`src/md_arbiter_pkg.sv`:
```
/*
 * bus widths, 68000 and Z80 address map constants,
 * and the union over the upper 68000 address
 */
package md_arbiter_pkg;

	// bus widths
	parameter int VA_W       = 23;
	parameter int ZA_W       = 16;
	parameter int BANK_W_DEF = 9;

	// z80 side map
	parameter logic [7:0] ZBANK_PAGE = 8'h60;
	parameter logic [1:0] ZRAM_TOP   = 2'b00;
	parameter logic [2:0] SOUND_TOP  = 3'b010;

	// 68000 pages, A23..A16
	parameter logic [7:0] IO_PAGE_Z80 = 8'ha0;
	parameter logic [7:0] IO_PAGE_REG = 8'ha1;

	// sub-pages of A1xxxx, A15..A8
	parameter logic [7:0] REG_IO     = 8'h00;
	parameter logic [7:0] REG_BUSREQ = 8'h11;
	parameter logic [7:0] REG_ZRESET = 8'h12;
	parameter logic [7:0] REG_FDC    = 8'h20;
	parameter logic [7:0] REG_TIME   = 8'h30;

	// VDP lives at C00000..DFFFFF
	parameter logic [2:0] VDP_TOP = 3'b110;

	// bit positions in the one-hot control select
	parameter int SEL_BUSREQ = 0;
	parameter int SEL_ZRESET = 1;

	// A23..A8 as one word for region tests, or as page and sub-page
	typedef union packed
	{
		logic [15:0]     flat;
		logic [1:0][7:0] io;
	} cpu_page_u;

endpackage

```
`src/md_addr_decode.sv`:
```
/*
 * chip-select decoding for the 68000 and Z80 buses,
 * control register select and bank write strobe
 */
`timescale 1ns/1ps

module md_addr_decode
(
	input  logic [md_arbiter_pkg::VA_W-1:0] va_i,
	input  logic                            as_n_i,
	input  logic [md_arbiter_pkg::ZA_W-1:0] za_i,
	input  logic                            zwr_n_i,
	input  logic                            cart_i,
	output logic                            rom_cs_n_o,
	output logic                            vz_n_o,
	output logic                            io_cs_n_o,
	output logic                            fdc_cs_n_o,
	output logic                            time_n_o,
	output logic                            vdp_cs_n_o,
	output logic                            zram_cs_n_o,
	output logic                            sound_cs_n_o,
	output logic [1:0]                      ctrl_sel_o,
	output logic                            zbank_we_o
);
	import md_arbiter_pkg::*;

	cpu_page_u page;
	logic      as_act;
	logic      reg_page;
	logic      rom_hit;
	logic      vz_hit;
	logic      vdp_hit;
	logic      io_hit;
	logic      busreq_hit;
	logic      zreset_hit;
	logic      fdc_hit;
	logic      time_hit;

	assign page.flat = va_i[VA_W-1:VA_W-16];
	assign as_act    = ~as_n_i;

	// cartridge swap, the ROM half follows the inverted cart line
	assign rom_hit = ~page.flat[15] & (page.flat[14] == ~cart_i);
	assign vdp_hit = page.flat[15:13] == VDP_TOP;

	assign vz_hit   = page.io[1] == IO_PAGE_Z80;
	assign reg_page = page.io[1] == IO_PAGE_REG;

	assign io_hit     = reg_page & (page.io[0] == REG_IO);
	assign busreq_hit = reg_page & (page.io[0] == REG_BUSREQ);
	assign zreset_hit = reg_page & (page.io[0] == REG_ZRESET);
	assign fdc_hit    = reg_page & (page.io[0] == REG_FDC);
	assign time_hit   = reg_page & (page.io[0] == REG_TIME);

	// 68000 selects, active low, only during AS
	assign rom_cs_n_o = ~(as_act & rom_hit);
	assign vz_n_o     = ~(as_act & vz_hit);
	assign io_cs_n_o  = ~(as_act & io_hit);
	assign fdc_cs_n_o = ~(as_act & fdc_hit);
	assign time_n_o   = ~(as_act & time_hit);
	assign vdp_cs_n_o = ~(as_act & vdp_hit);

	assign ctrl_sel_o[SEL_BUSREQ] = as_act & busreq_hit;
	assign ctrl_sel_o[SEL_ZRESET] = as_act & zreset_hit;

	// z80 side
	assign zram_cs_n_o  = ~(za_i[ZA_W-1:ZA_W-2] == ZRAM_TOP);
	assign sound_cs_n_o = ~(za_i[ZA_W-1:ZA_W-3] == SOUND_TOP);

	// one bank bit per write to 6000..60ff
	assign zbank_we_o = ~zwr_n_i & (za_i[ZA_W-1:ZA_W-8] == ZBANK_PAGE);

endmodule

```
`src/md_z80_bank.sv`:
```
/*
 * Z80 bank register, loaded one bit per write from data bit 0
 */
`timescale 1ns/1ps

module md_z80_bank
#(
	parameter int BANK_W = md_arbiter_pkg::BANK_W_DEF
)
(
	input  logic              MCLK,
	input  logic              arst_n_i,
	input  logic              zbank_we_i,
	input  logic              zd0_i,
	output logic [BANK_W-1:0] bank_o
);

	// new bit enters at the top, so the last write lands in the msb
	always_ff @(posedge MCLK or negedge arst_n_i)
	begin
		if (!arst_n_i)
		begin
			bank_o <= '0;
		end
		else if (zbank_we_i)
		begin
			bank_o <= {zd0_i, bank_o[BANK_W-1:1]};
		end
	end

endmodule

```
`src/md_ctrl_regs.sv`:
```
/*
 * Z80 bus-request and Z80 reset registers written by the 68000
 */
`timescale 1ns/1ps

module md_ctrl_regs
(
	input  logic       MCLK,
	input  logic       arst_n_i,
	input  logic [1:0] ctrl_sel_i,
	input  logic       rw_i,
	input  logic       uds_n_i,
	input  logic       vd8_i,
	output logic       zbr_n_o,
	output logic       zres_n_o
);
	import md_arbiter_pkg::*;

	logic wr_en;
	logic busreq_q;
	logic zrun_q;

	// upper byte write, data arrives on D8
	assign wr_en = ~rw_i & ~uds_n_i;

	always_ff @(posedge MCLK or negedge arst_n_i)
	begin
		if (!arst_n_i)
		begin
			busreq_q <= 1'b0;
			zrun_q   <= 1'b0;
		end
		else
		begin
			if (wr_en & ctrl_sel_i[SEL_BUSREQ])
			begin
				busreq_q <= vd8_i;
			end
			if (wr_en & ctrl_sel_i[SEL_ZRESET])
			begin
				zrun_q <= vd8_i;
			end
		end
	end

	assign zbr_n_o = ~busreq_q;

	// 0 keeps the z80 in reset
	assign zres_n_o = zrun_q;

endmodule

```
`src/md_bus_bridge.sv`:
```
/*
 * Z80 bank window bridge, takes the 68000 bus and runs one
 * 68000 cycle per window request
 */
`timescale 1ns/1ps

module md_bus_bridge
#(
	parameter int BANK_W = md_arbiter_pkg::BANK_W_DEF
)
(
	input  logic                            MCLK,
	input  logic                            arst_n_i,
	input  logic                            z_req_i,
	input  logic                            z_we_i,
	input  logic [md_arbiter_pkg::ZA_W-1:0] za_i,
	input  logic [BANK_W-1:0]               bank_i,
	output logic                            z_ack_o,
	input  logic                            bg_n_i,
	input  logic                            as_n_i,
	input  logic                            dtack_n_i,
	output logic                            br_n_o,
	output logic                            bgack_n_o,
	output logic [md_arbiter_pkg::VA_W-1:0] va_o,
	output logic                            as_n_o,
	output logic                            uds_n_o,
	output logic                            lds_n_o,
	output logic                            rw_o
);
	import md_arbiter_pkg::*;

	localparam logic [2:0] ST_IDLE   = 3'd0;
	localparam logic [2:0] ST_REQ    = 3'd1;
	localparam logic [2:0] ST_GRANT  = 3'd2;
	localparam logic [2:0] ST_STROBE = 3'd3;
	localparam logic [2:0] ST_WAIT   = 3'd4;
	localparam logic [2:0] ST_ACK    = 3'd5;

	logic [2:0]      state_q;
	logic [2:0]      state_d;
	logic [VA_W-1:0] addr_q;
	logic            rw_q;
	logic            odd_q;
	logic            start;
	logic            own;
	logic            strobe;

	// window is 8000..ffff of the z80 map
	assign start = z_req_i & za_i[ZA_W-1];

	always_comb
	begin
		state_d = state_q;
		case (state_q)
			ST_IDLE:
			begin
				if (start)
				begin
					state_d = ST_REQ;
				end
			end
			ST_REQ:
			begin
				// bus is ours once granted and the current cycle has ended
				if (!bg_n_i && as_n_i)
				begin
					state_d = ST_GRANT;
				end
			end
			ST_GRANT:  state_d = ST_STROBE;
			ST_STROBE: state_d = ST_WAIT;
			ST_WAIT:
			begin
				if (!dtack_n_i)
				begin
					state_d = ST_ACK;
				end
			end
			ST_ACK:
			begin
				if (!z_req_i)
				begin
					state_d = ST_IDLE;
				end
			end
			default: state_d = ST_IDLE;
		endcase
	end

	always_ff @(posedge MCLK or negedge arst_n_i)
	begin
		if (!arst_n_i)
		begin
			state_q <= ST_IDLE;
		end
		else
		begin
			state_q <= state_d;
		end
	end

	// address and direction held for the whole 68000 cycle
	always_ff @(posedge MCLK)
	begin
		if (state_q == ST_IDLE && start)
		begin
			addr_q <= {bank_i, za_i[ZA_W-2:1]};
			rw_q   <= ~z_we_i;
			odd_q  <= za_i[0];
		end
	end

	assign own    = (state_q == ST_GRANT) || (state_q == ST_STROBE) || (state_q == ST_WAIT);
	assign strobe = (state_q == ST_STROBE) || (state_q == ST_WAIT);

	assign br_n_o    = state_q != ST_REQ;
	assign bgack_n_o = ~own;
	assign as_n_o    = ~strobe;
	assign uds_n_o   = ~(strobe & ~odd_q);
	assign lds_n_o   = ~(strobe & odd_q);
	// read level whenever the bus is not ours
	assign rw_o      = ~own | rw_q;
	assign va_o      = addr_q;
	assign z_ack_o   = state_q == ST_ACK;

endmodule

```
`src/md_arbiter.sv`:
```
/*
 * bus arbiter top, address decode, Z80 bank, control registers
 * and the window bridge
 */
`timescale 1ns/1ps

module md_arbiter
#(
	parameter int BANK_W = md_arbiter_pkg::BANK_W_DEF
)
(
	input  logic                            MCLK,
	input  logic                            arst_n_i,
	input  logic [md_arbiter_pkg::VA_W-1:0] va_i,
	input  logic                            as_n_i,
	input  logic                            uds_n_i,
	input  logic                            rw_i,
	input  logic                            vd8_i,
	input  logic                            dtack_n_i,
	input  logic                            bg_n_i,
	input  logic                            cart_i,
	input  logic [md_arbiter_pkg::ZA_W-1:0] za_i,
	input  logic                            zwr_n_i,
	input  logic                            zd0_i,
	input  logic                            zbak_n_i,
	input  logic                            z_req_i,
	input  logic                            z_we_i,
	output logic                            rom_cs_n_o,
	output logic                            vz_n_o,
	output logic                            io_cs_n_o,
	output logic                            fdc_cs_n_o,
	output logic                            time_n_o,
	output logic                            vdp_cs_n_o,
	output logic                            zram_cs_n_o,
	output logic                            sound_cs_n_o,
	output logic                            zbr_n_o,
	output logic                            zres_n_o,
	output logic                            vd8_o,
	output logic                            br_n_o,
	output logic                            bgack_n_o,
	output logic [md_arbiter_pkg::VA_W-1:0] va_o,
	output logic                            as_n_o,
	output logic                            uds_n_o,
	output logic                            lds_n_o,
	output logic                            rw_o,
	output logic                            z_ack_o
);

	logic [1:0]        ctrl_sel;
	logic              zbank_we;
	logic [BANK_W-1:0] bank_q;

	md_addr_decode u_decode
	(
		.va_i         (va_i),
		.as_n_i       (as_n_i),
		.za_i         (za_i),
		.zwr_n_i      (zwr_n_i),
		.cart_i       (cart_i),
		.rom_cs_n_o   (rom_cs_n_o),
		.vz_n_o       (vz_n_o),
		.io_cs_n_o    (io_cs_n_o),
		.fdc_cs_n_o   (fdc_cs_n_o),
		.time_n_o     (time_n_o),
		.vdp_cs_n_o   (vdp_cs_n_o),
		.zram_cs_n_o  (zram_cs_n_o),
		.sound_cs_n_o (sound_cs_n_o),
		.ctrl_sel_o   (ctrl_sel),
		.zbank_we_o   (zbank_we)
	);

	md_z80_bank #(.BANK_W(BANK_W)) u_bank
	(
		.MCLK       (MCLK),
		.arst_n_i   (arst_n_i),
		.zbank_we_i (zbank_we),
		.zd0_i      (zd0_i),
		.bank_o     (bank_q)
	);

	md_ctrl_regs u_ctrl
	(
		.MCLK       (MCLK),
		.arst_n_i   (arst_n_i),
		.ctrl_sel_i (ctrl_sel),
		.rw_i       (rw_i),
		.uds_n_i    (uds_n_i),
		.vd8_i      (vd8_i),
		.zbr_n_o    (zbr_n_o),
		.zres_n_o   (zres_n_o)
	);

	md_bus_bridge #(.BANK_W(BANK_W)) u_bridge
	(
		.MCLK      (MCLK),
		.arst_n_i  (arst_n_i),
		.z_req_i   (z_req_i),
		.z_we_i    (z_we_i),
		.za_i      (za_i),
		.bank_i    (bank_q),
		.z_ack_o   (z_ack_o),
		.bg_n_i    (bg_n_i),
		.as_n_i    (as_n_i),
		.dtack_n_i (dtack_n_i),
		.br_n_o    (br_n_o),
		.bgack_n_o (bgack_n_o),
		.va_o      (va_o),
		.as_n_o    (as_n_o),
		.uds_n_o   (uds_n_o),
		.lds_n_o   (lds_n_o),
		.rw_o      (rw_o)
	);

	// bus acknowledge read back on D8
	assign vd8_o = zbak_n_i;

endmodule

```
`config.mk`:
```
export PLATFORM = sky130hd
export DESIGN_NAME = md_arbiter
export DESIGN_NICKNAME = d
export VERILOG_FILES = /design/src/md_arbiter_pkg.sv /design/src/md_addr_decode.sv /design/src/md_z80_bank.sv /design/src/md_ctrl_regs.sv /design/src/md_bus_bridge.sv /design/src/md_arbiter.sv
export SDC_FILE = /design/constraint.sdc
export NUM_CORES = 1
export LEC_CHECK = 0
export BUFFER_PORTS_ARGS = -buffer_cell sky130_fd_sc_hd__clkbuf_2
export CORE_ASPECT_RATIO = 0.8
export CORE_MARGIN = 2
export CORE_UTILIZATION = 30
export CTS_BUF_LIST = sky130_fd_sc_hd__clkbuf_8
export DETAILED_ROUTE_END_ITERATION = 7
export PLACE_DENSITY = 0.61
export SETUP_SLACK_MARGIN = 0.15
export SLEW_MARGIN = 20
export SYNTH_ARGS = -nofsm -noshare
export SYNTH_HDL_FRONTEND = slang
export SYNTH_SLANG_ARGS = --single-unit
```
`constraint.sdc`:
```
create_clock -name MCLK -period 4.5 [get_ports MCLK]
set_input_delay 0.225 -clock MCLK [delete_from_list [all_inputs] [get_ports MCLK]]
set_output_delay 0.225 -clock MCLK [all_outputs]
set_load 0.02 [all_outputs]
```
# After elaboration in Yosys (flattened, before gate mapping)
# Index checks and enable logic that the tools add are counted.
[word_totals] wordCells=85 output_inout_bits=41 romBits=0 ram_bits=0 n_memories=0 register_bits=39 input_bits=53 latch_bits=0
[op_classes] add_sub_neg=0 mux=5 n_div=0 bitwise=43 shifts=0 mul=0 reduce_logical=10 magnitude_cmp=0 eq_ne=20
[ops] operator="AND 1 bit" count=21
[ops] operator="inverter 1 bit" count=21
[ops] operator="one-hot mux 3 bit (6 select lines)" count=1
[ops] operator="equality test 8 x 5 -> 1 bit (second input constant)" count=2
[ops] operator="equality test 8 x 6 -> 1 bit (second input constant)" count=2
[ops] operator="equality test 8 bit (second input constant)" count=2
[ops] operator="2-to-1 mux 3 bit" count=4
[ops] operator="equality test 3 x 2 -> 1 bit (second input constant)" count=3
[ops] operator="equality test 3 bit (second input constant)" count=3
[ops] operator="equality test 8 x 7 -> 1 bit (second input constant)" count=1
[ops] operator="zero test 8 bit" count=1
[ops] operator="inequality test 2 x 1 -> 1 bit (second input constant)" count=2
[ops] operator="inequality test 2 bit (second input constant)" count=2
[ops] operator="AND reduction 4 bit" count=1
[ops] operator="equality test 3 x 1 -> 1 bit (second input constant)" count=1
[ops] operator="zero test 3 bit" count=1
[ops] operator="logical OR 1 bit" count=3
[ops] operator="inequality test 3 x 1 -> 1 bit (second input constant)" count=1
[ops] operator="logical AND 1 bit" count=2
[ops] operator="zero test 2 bit" count=1
[ops] operator="equality test 1 bit" count=1
[ops] operator="zero test 1 bit" count=1
[ops] operator="OR 1 bit" count=1

# Logic depth before layout (Yosys ltp)
[depth] word_depth=5 mapped_depth=4 mapped_depth_nobuf=4

# Cells and area by module
# A second synthesis with hierarchy kept.
[hier_totals] cells_unflattened=110 area_unflattened_um2=1651.6
[by_module_without_submodules] module="md_bus_bridge" n_inst=1 area_per_inst_um2=974.7 seq_area_each_um2=825.8 cells_each=55
[by_module_without_submodules] module="md_z80_bank" n_inst=1 area_per_inst_um2=371.6 seq_area_each_um2=225.2 cells_each=19
[by_module_without_submodules] module="md_addr_decode" n_inst=1 area_per_inst_um2=196.4 seq_area_each_um2=0.0 cells_each=28
[by_module_without_submodules] module="md_ctrl_regs" n_inst=1 area_per_inst_um2=101.3 seq_area_each_um2=50.0 cells_each=7
[by_module_without_submodules] module="md_arbiter" n_inst=1 area_per_inst_um2=7.5 seq_area_each_um2=0.0 cells_each=1

# Worst setup path after synthesis
# OpenSTA, ideal clock, no wires.
[synth_timing] path_type="register -> register" from="reg u_bridge.state_q[0]" to="reg u_bridge.odd_q (enable)" path_slack_ps=1070 n_path_buf=0 synth_period_minus_slack_ps=3430 t_required_ps=4030 arrival_ps=2959 stages_incl_launch_ff=2 setup_time_ps=470 cell_sequence="dfrtp_1 -> nor4_1"
[synth_via] elab_chain_len=2
[synth_rtl] item="from (decl)" line_no="md_bus_bridge.sv:39" source="logic [2:0] state_q;"
[synth_rtl] item="from (signal assigned)" line_no="md_bus_bridge.sv:98" source="state_q <= state_d;"
[synth_rtl] item="zero test 3 bit" line_no="md_bus_bridge.sv:105" source="if (state_q == ST_IDLE && start)"
[synth_rtl] item="logical AND 1 bit" line_no="md_bus_bridge.sv:105"
[synth_rtl] item="to (signal assigned)" line_no="md_bus_bridge.sv:109" source="odd_q <= za_i[0];"
[synth_rtl] item="to (decl)" line_no="md_bus_bridge.sv:43" source="logic odd_q;"
# Every way passes these cells.
# A chain may end at the register's enable or synchronous reset.

# Final worst setup path
[layout_timing] from="reg u_bridge.state_q[1]" to="out rw_o"
[layout_via] elab_chain_len=5 word_cells_on_any_way=7 cone_classes="3 x eq/ne; 2 x bitwise; 2 x reduce/logical"
[layout_rtl] item="equality test 3 x 2 -> 1 bit" line_no="md_bus_bridge.sv:113" source="assign own = (state_q == ST_GRANT) || (state_q == ST_STROBE) || (state_q == ST_WAIT);"
[layout_rtl] item="logical OR 1 bit" line_no="md_bus_bridge.sv:113"
[layout_rtl] item="logical OR 1 bit (*)" line_no="md_bus_bridge.sv:113"
[layout_rtl] item="inverter 1 bit (*)" line_no="md_bus_bridge.sv:122" source="assign rw_o = ~own | rw_q;"
[layout_rtl] item="OR 1 bit (*)" line_no="md_bus_bridge.sv:122"
[layout_rtl] item="to (decl)" line_no="md_arbiter.sv:45" source="output logic rw_o,"
# Mark *: on every way between the ends. The rest lies on a longest branch, timed or not.

==> results_dict.tcl <==
set metrics [dict create \
    run_status "complete, no violations" \
    final_cell_mix "clkbuf_2 (84), edfxtp_1 (25), dfrtp_1 (14), mux2_2 (9)" \
    preCtsSetupSlack_ps 2843 \
    nets 249 \
    drive_gt1_frac 0.5787 \
    internal_power_mw 0.6210 \
    numPortBuffers 84 \
    combPwrFrac 0.249 \
    min_path_type "in -> reg" \
    swShare 0.3169 \
    io_pins 94 \
    dr.pass1.iters 5 \
    timing.final.max_slew_violations 0 \
    synth_cells 104 \
    whs_ps 108.9 \
    p_switching_mw 0.2881 \
    die_area_um2 5999 \
    ys_seq_elements 39 \
    clkTransAtPathRegs_ps 80 \
    r2r-end "u_bridge.va_o[17]" \
    rsz0062_at_grt "no" \
    end_kind "output pin" \
    fin_cells 259 \
    cts.hold.buffers_added 1 \
    gp_congestion 0.7341 \
    std_cell_rows 23 \
    fillCellCount 476 \
    crit_type "reg -> out" \
    track_usage 0.1060 \
    tns_ps 0 \
    worst_pin_slew_ps 357.7 \
    syn2layout_area_growth_pct 37.12 \
    dp_hpwl_um 2432 \
    antenna_cells 0 \
    postCtsResizedCells 0 \
    clkSinkCount 39 \
    wl_um 3078 \
    yosysWarnings 0 \
    synth_area_um2 1618 \
    post_cts_buffers 0 \
    synth-seq-area-share 0.6806 \
    relSlewSlack 0.7590 \
    antenna_found_initial 0 \
    synth_nets 157 \
    worst_setup_path_start_kind "flop" \
    finalSetupViolCount 0 \
    ff2ff_setup_slack_ps 2970 \
    final_common_cell "clkbuf_2" \
    clk_latency_ps 290 \
    clockBufferDepth 2 \
    drtIter0Drc 48 \
    ys_types 32 \
    ys_top_cells_by_area "edfxtp_1 (46%), dfrtp_1 (22%), mux2_2 (6.3%)" \
    drc 0 \
    fin_worst_skew_ps 6.898 \
    cp.required_ps 4280 \
    min_period_over_period 0.3876 \
    r2r_cells 2 \
    core_area_um2 5094 \
    worstReg2RegStart "u_bridge.state_q[0]" \
    worst_slack_ps 2756 \
    powerDensity_nw_per_um2 409.8 \
    hold_depth 1 \
    fin_area_um2 2218 \
    min_period_ps 1744 \
    start_util 0.3176 \
    htree_num_levels 2 \
    critPathMaxFanout 7 \
    cts_buffers 5 \
    yosysTopAreaCellShare 0.4640 \
    grt_max_degree 25 \
    die_h_um 69.68 \
    cp.arrival_ps 1520 \
    drv_cap 0 \
    hp-start "za_i[4]" \
    power_frac_seq 0.502 \
    fmax_mhz 573.3 \
    synth_top_area_cell "edfxtp_1" \
    postSynthAreaPerCell_um2 15.56 \
    overflow 0 \
    place_inst 250 \
    pwr-share-clk 0.248 \
    first_global_vias 1117 \
    die_width_um 86.10 \
    grt_pass1_wl_um 4850 \
    via_count 1199 \
    placed_area_um2 2122 \
    hold_violations 0 \
    clock-root-buffer "clkbuf_8" \
    p_leak_nw 1.015 \
    min_to "u_bridge.va_o[3]" \
    peakVddDrop_uv 123.7 \
    cts_tree "built" \
    via_per_inst 4.629 \
    wl_per_cell_um 11.88 \
    antenna_left 0 \
]
[critical path, cell delays in order, from the launching register on]
cell and delay [ps]:
dfrtp_1 430, nand2b_1 210, nor2_1 110, nor2_1 60
or2_2 270, clkbuf_2 160
[final cells by class]
| cell class | count | area, µm² | share of cell area |
|---|---|---|---|
| Multi-Input combinational cell | 59 | 496.7 | 0.2239 |
| Inverter | 5 | 18.77 | 0.008460 |
| Tap cell | 62 | 77.57 | 0.03497 |
| Sequential cell | 39 | 1101 | 0.4963 |
| Timing Repair Buffer | 86 | 437.9 | 0.1974 |
| Clock buffer | 5 | 68.82 | 0.03102 |
| Clock inverter | 3 | 17.52 | 0.007896 |
[kinds of logic after synthesis]
kind of cell / count (synthesis) / share of synthesized area
xor+xnor: 1 / 0.005415
mux: 12 / 0.09049
compound gates: 4 / 0.01624
simple gates: 42 / 0.1910
flops: 39 / 0.6806
buf+inv: 6 / 0.01624
[synthesized netlist by cell type, drive strengths merged]
master and count:
nor3b 1, o2bb2ai 1, nor4b 2, or3b 1, or3 3, nor4bb 1, or4b 2, a21oi 1
nor3 5, nand2b 3, nand2 6, xnor2 1, nand3 3, or4 1, or2 2, nor2b 2
o21ai 1, nand4b 2, nor4 2, a21o 1, mux2 11, nor2 6, buf 1, edfxtp 25
inv 5, dfrtp 14, mux4 1
[through the flow]
step | power [mW] | util
6_report | 0.9091 | 0.4355
5_1_grt | 0.9598 | 0.4355
4_1_cts | 0.9251 | 0.4355
3_5_place_dp | 0.6955 | 0.4166
3_3_place_gp | 0.6935 | 0.4166
2_1_floorplan | 0.6032 | -
[sequential cells by signal, indices dropped and copies added, names as in the netlist]
signal	cells
u_bridge.odd_q	1
u_bank.bank_o	9
u_bridge.state_q	3
u_bridge.va_o	23
u_ctrl.busreq_q	1
u_bridge.rw_q	1
u_ctrl.zres_n_o	1
[metal layers]
metal	GRT usage	routed length (µm)	part of all wire	vias to the layer above
met5	0	0	0	-
met4	0.04233	28	0.0091	0
met2	0.1654	1341	0.44	72
met1	0.1225	1331	0.43	551
li1	-	-	-	570
met3	0.05476	376	0.12	6
[worst max path at each step]
stage / startpoint / end / slack (ps) / cells past startpoint
after CTS: u_bridge.state_q[1] / rw_o / 2740 / 5
after global routing: u_bridge.state_q[1] / lds_n_o / 2590 / 4
after floorplan: u_bridge.state_q[0] / u_bridge.odd_q / 1070 / 1
after global placement: va_i[7] / fdc_cs_n_o / 2850 / 5
after detailed placement: va_i[7] / io_cs_n_o / 2840 / 5
final: u_bridge.state_q[1] / rw_o / 2760 / 5
[power groups by stage]
stage	clock network (mW)	logic, mW	registers (mW)
floorplan	0	0.108	0.495
global placement	0	0.228	0.465
detailed placement	0	0.230	0.465
CTS	0.236	0.231	0.457
global route	0.247	0.250	0.463
finish	0.226	0.227	0.457
Note: power is estimated with default switching activity, not from simulation.
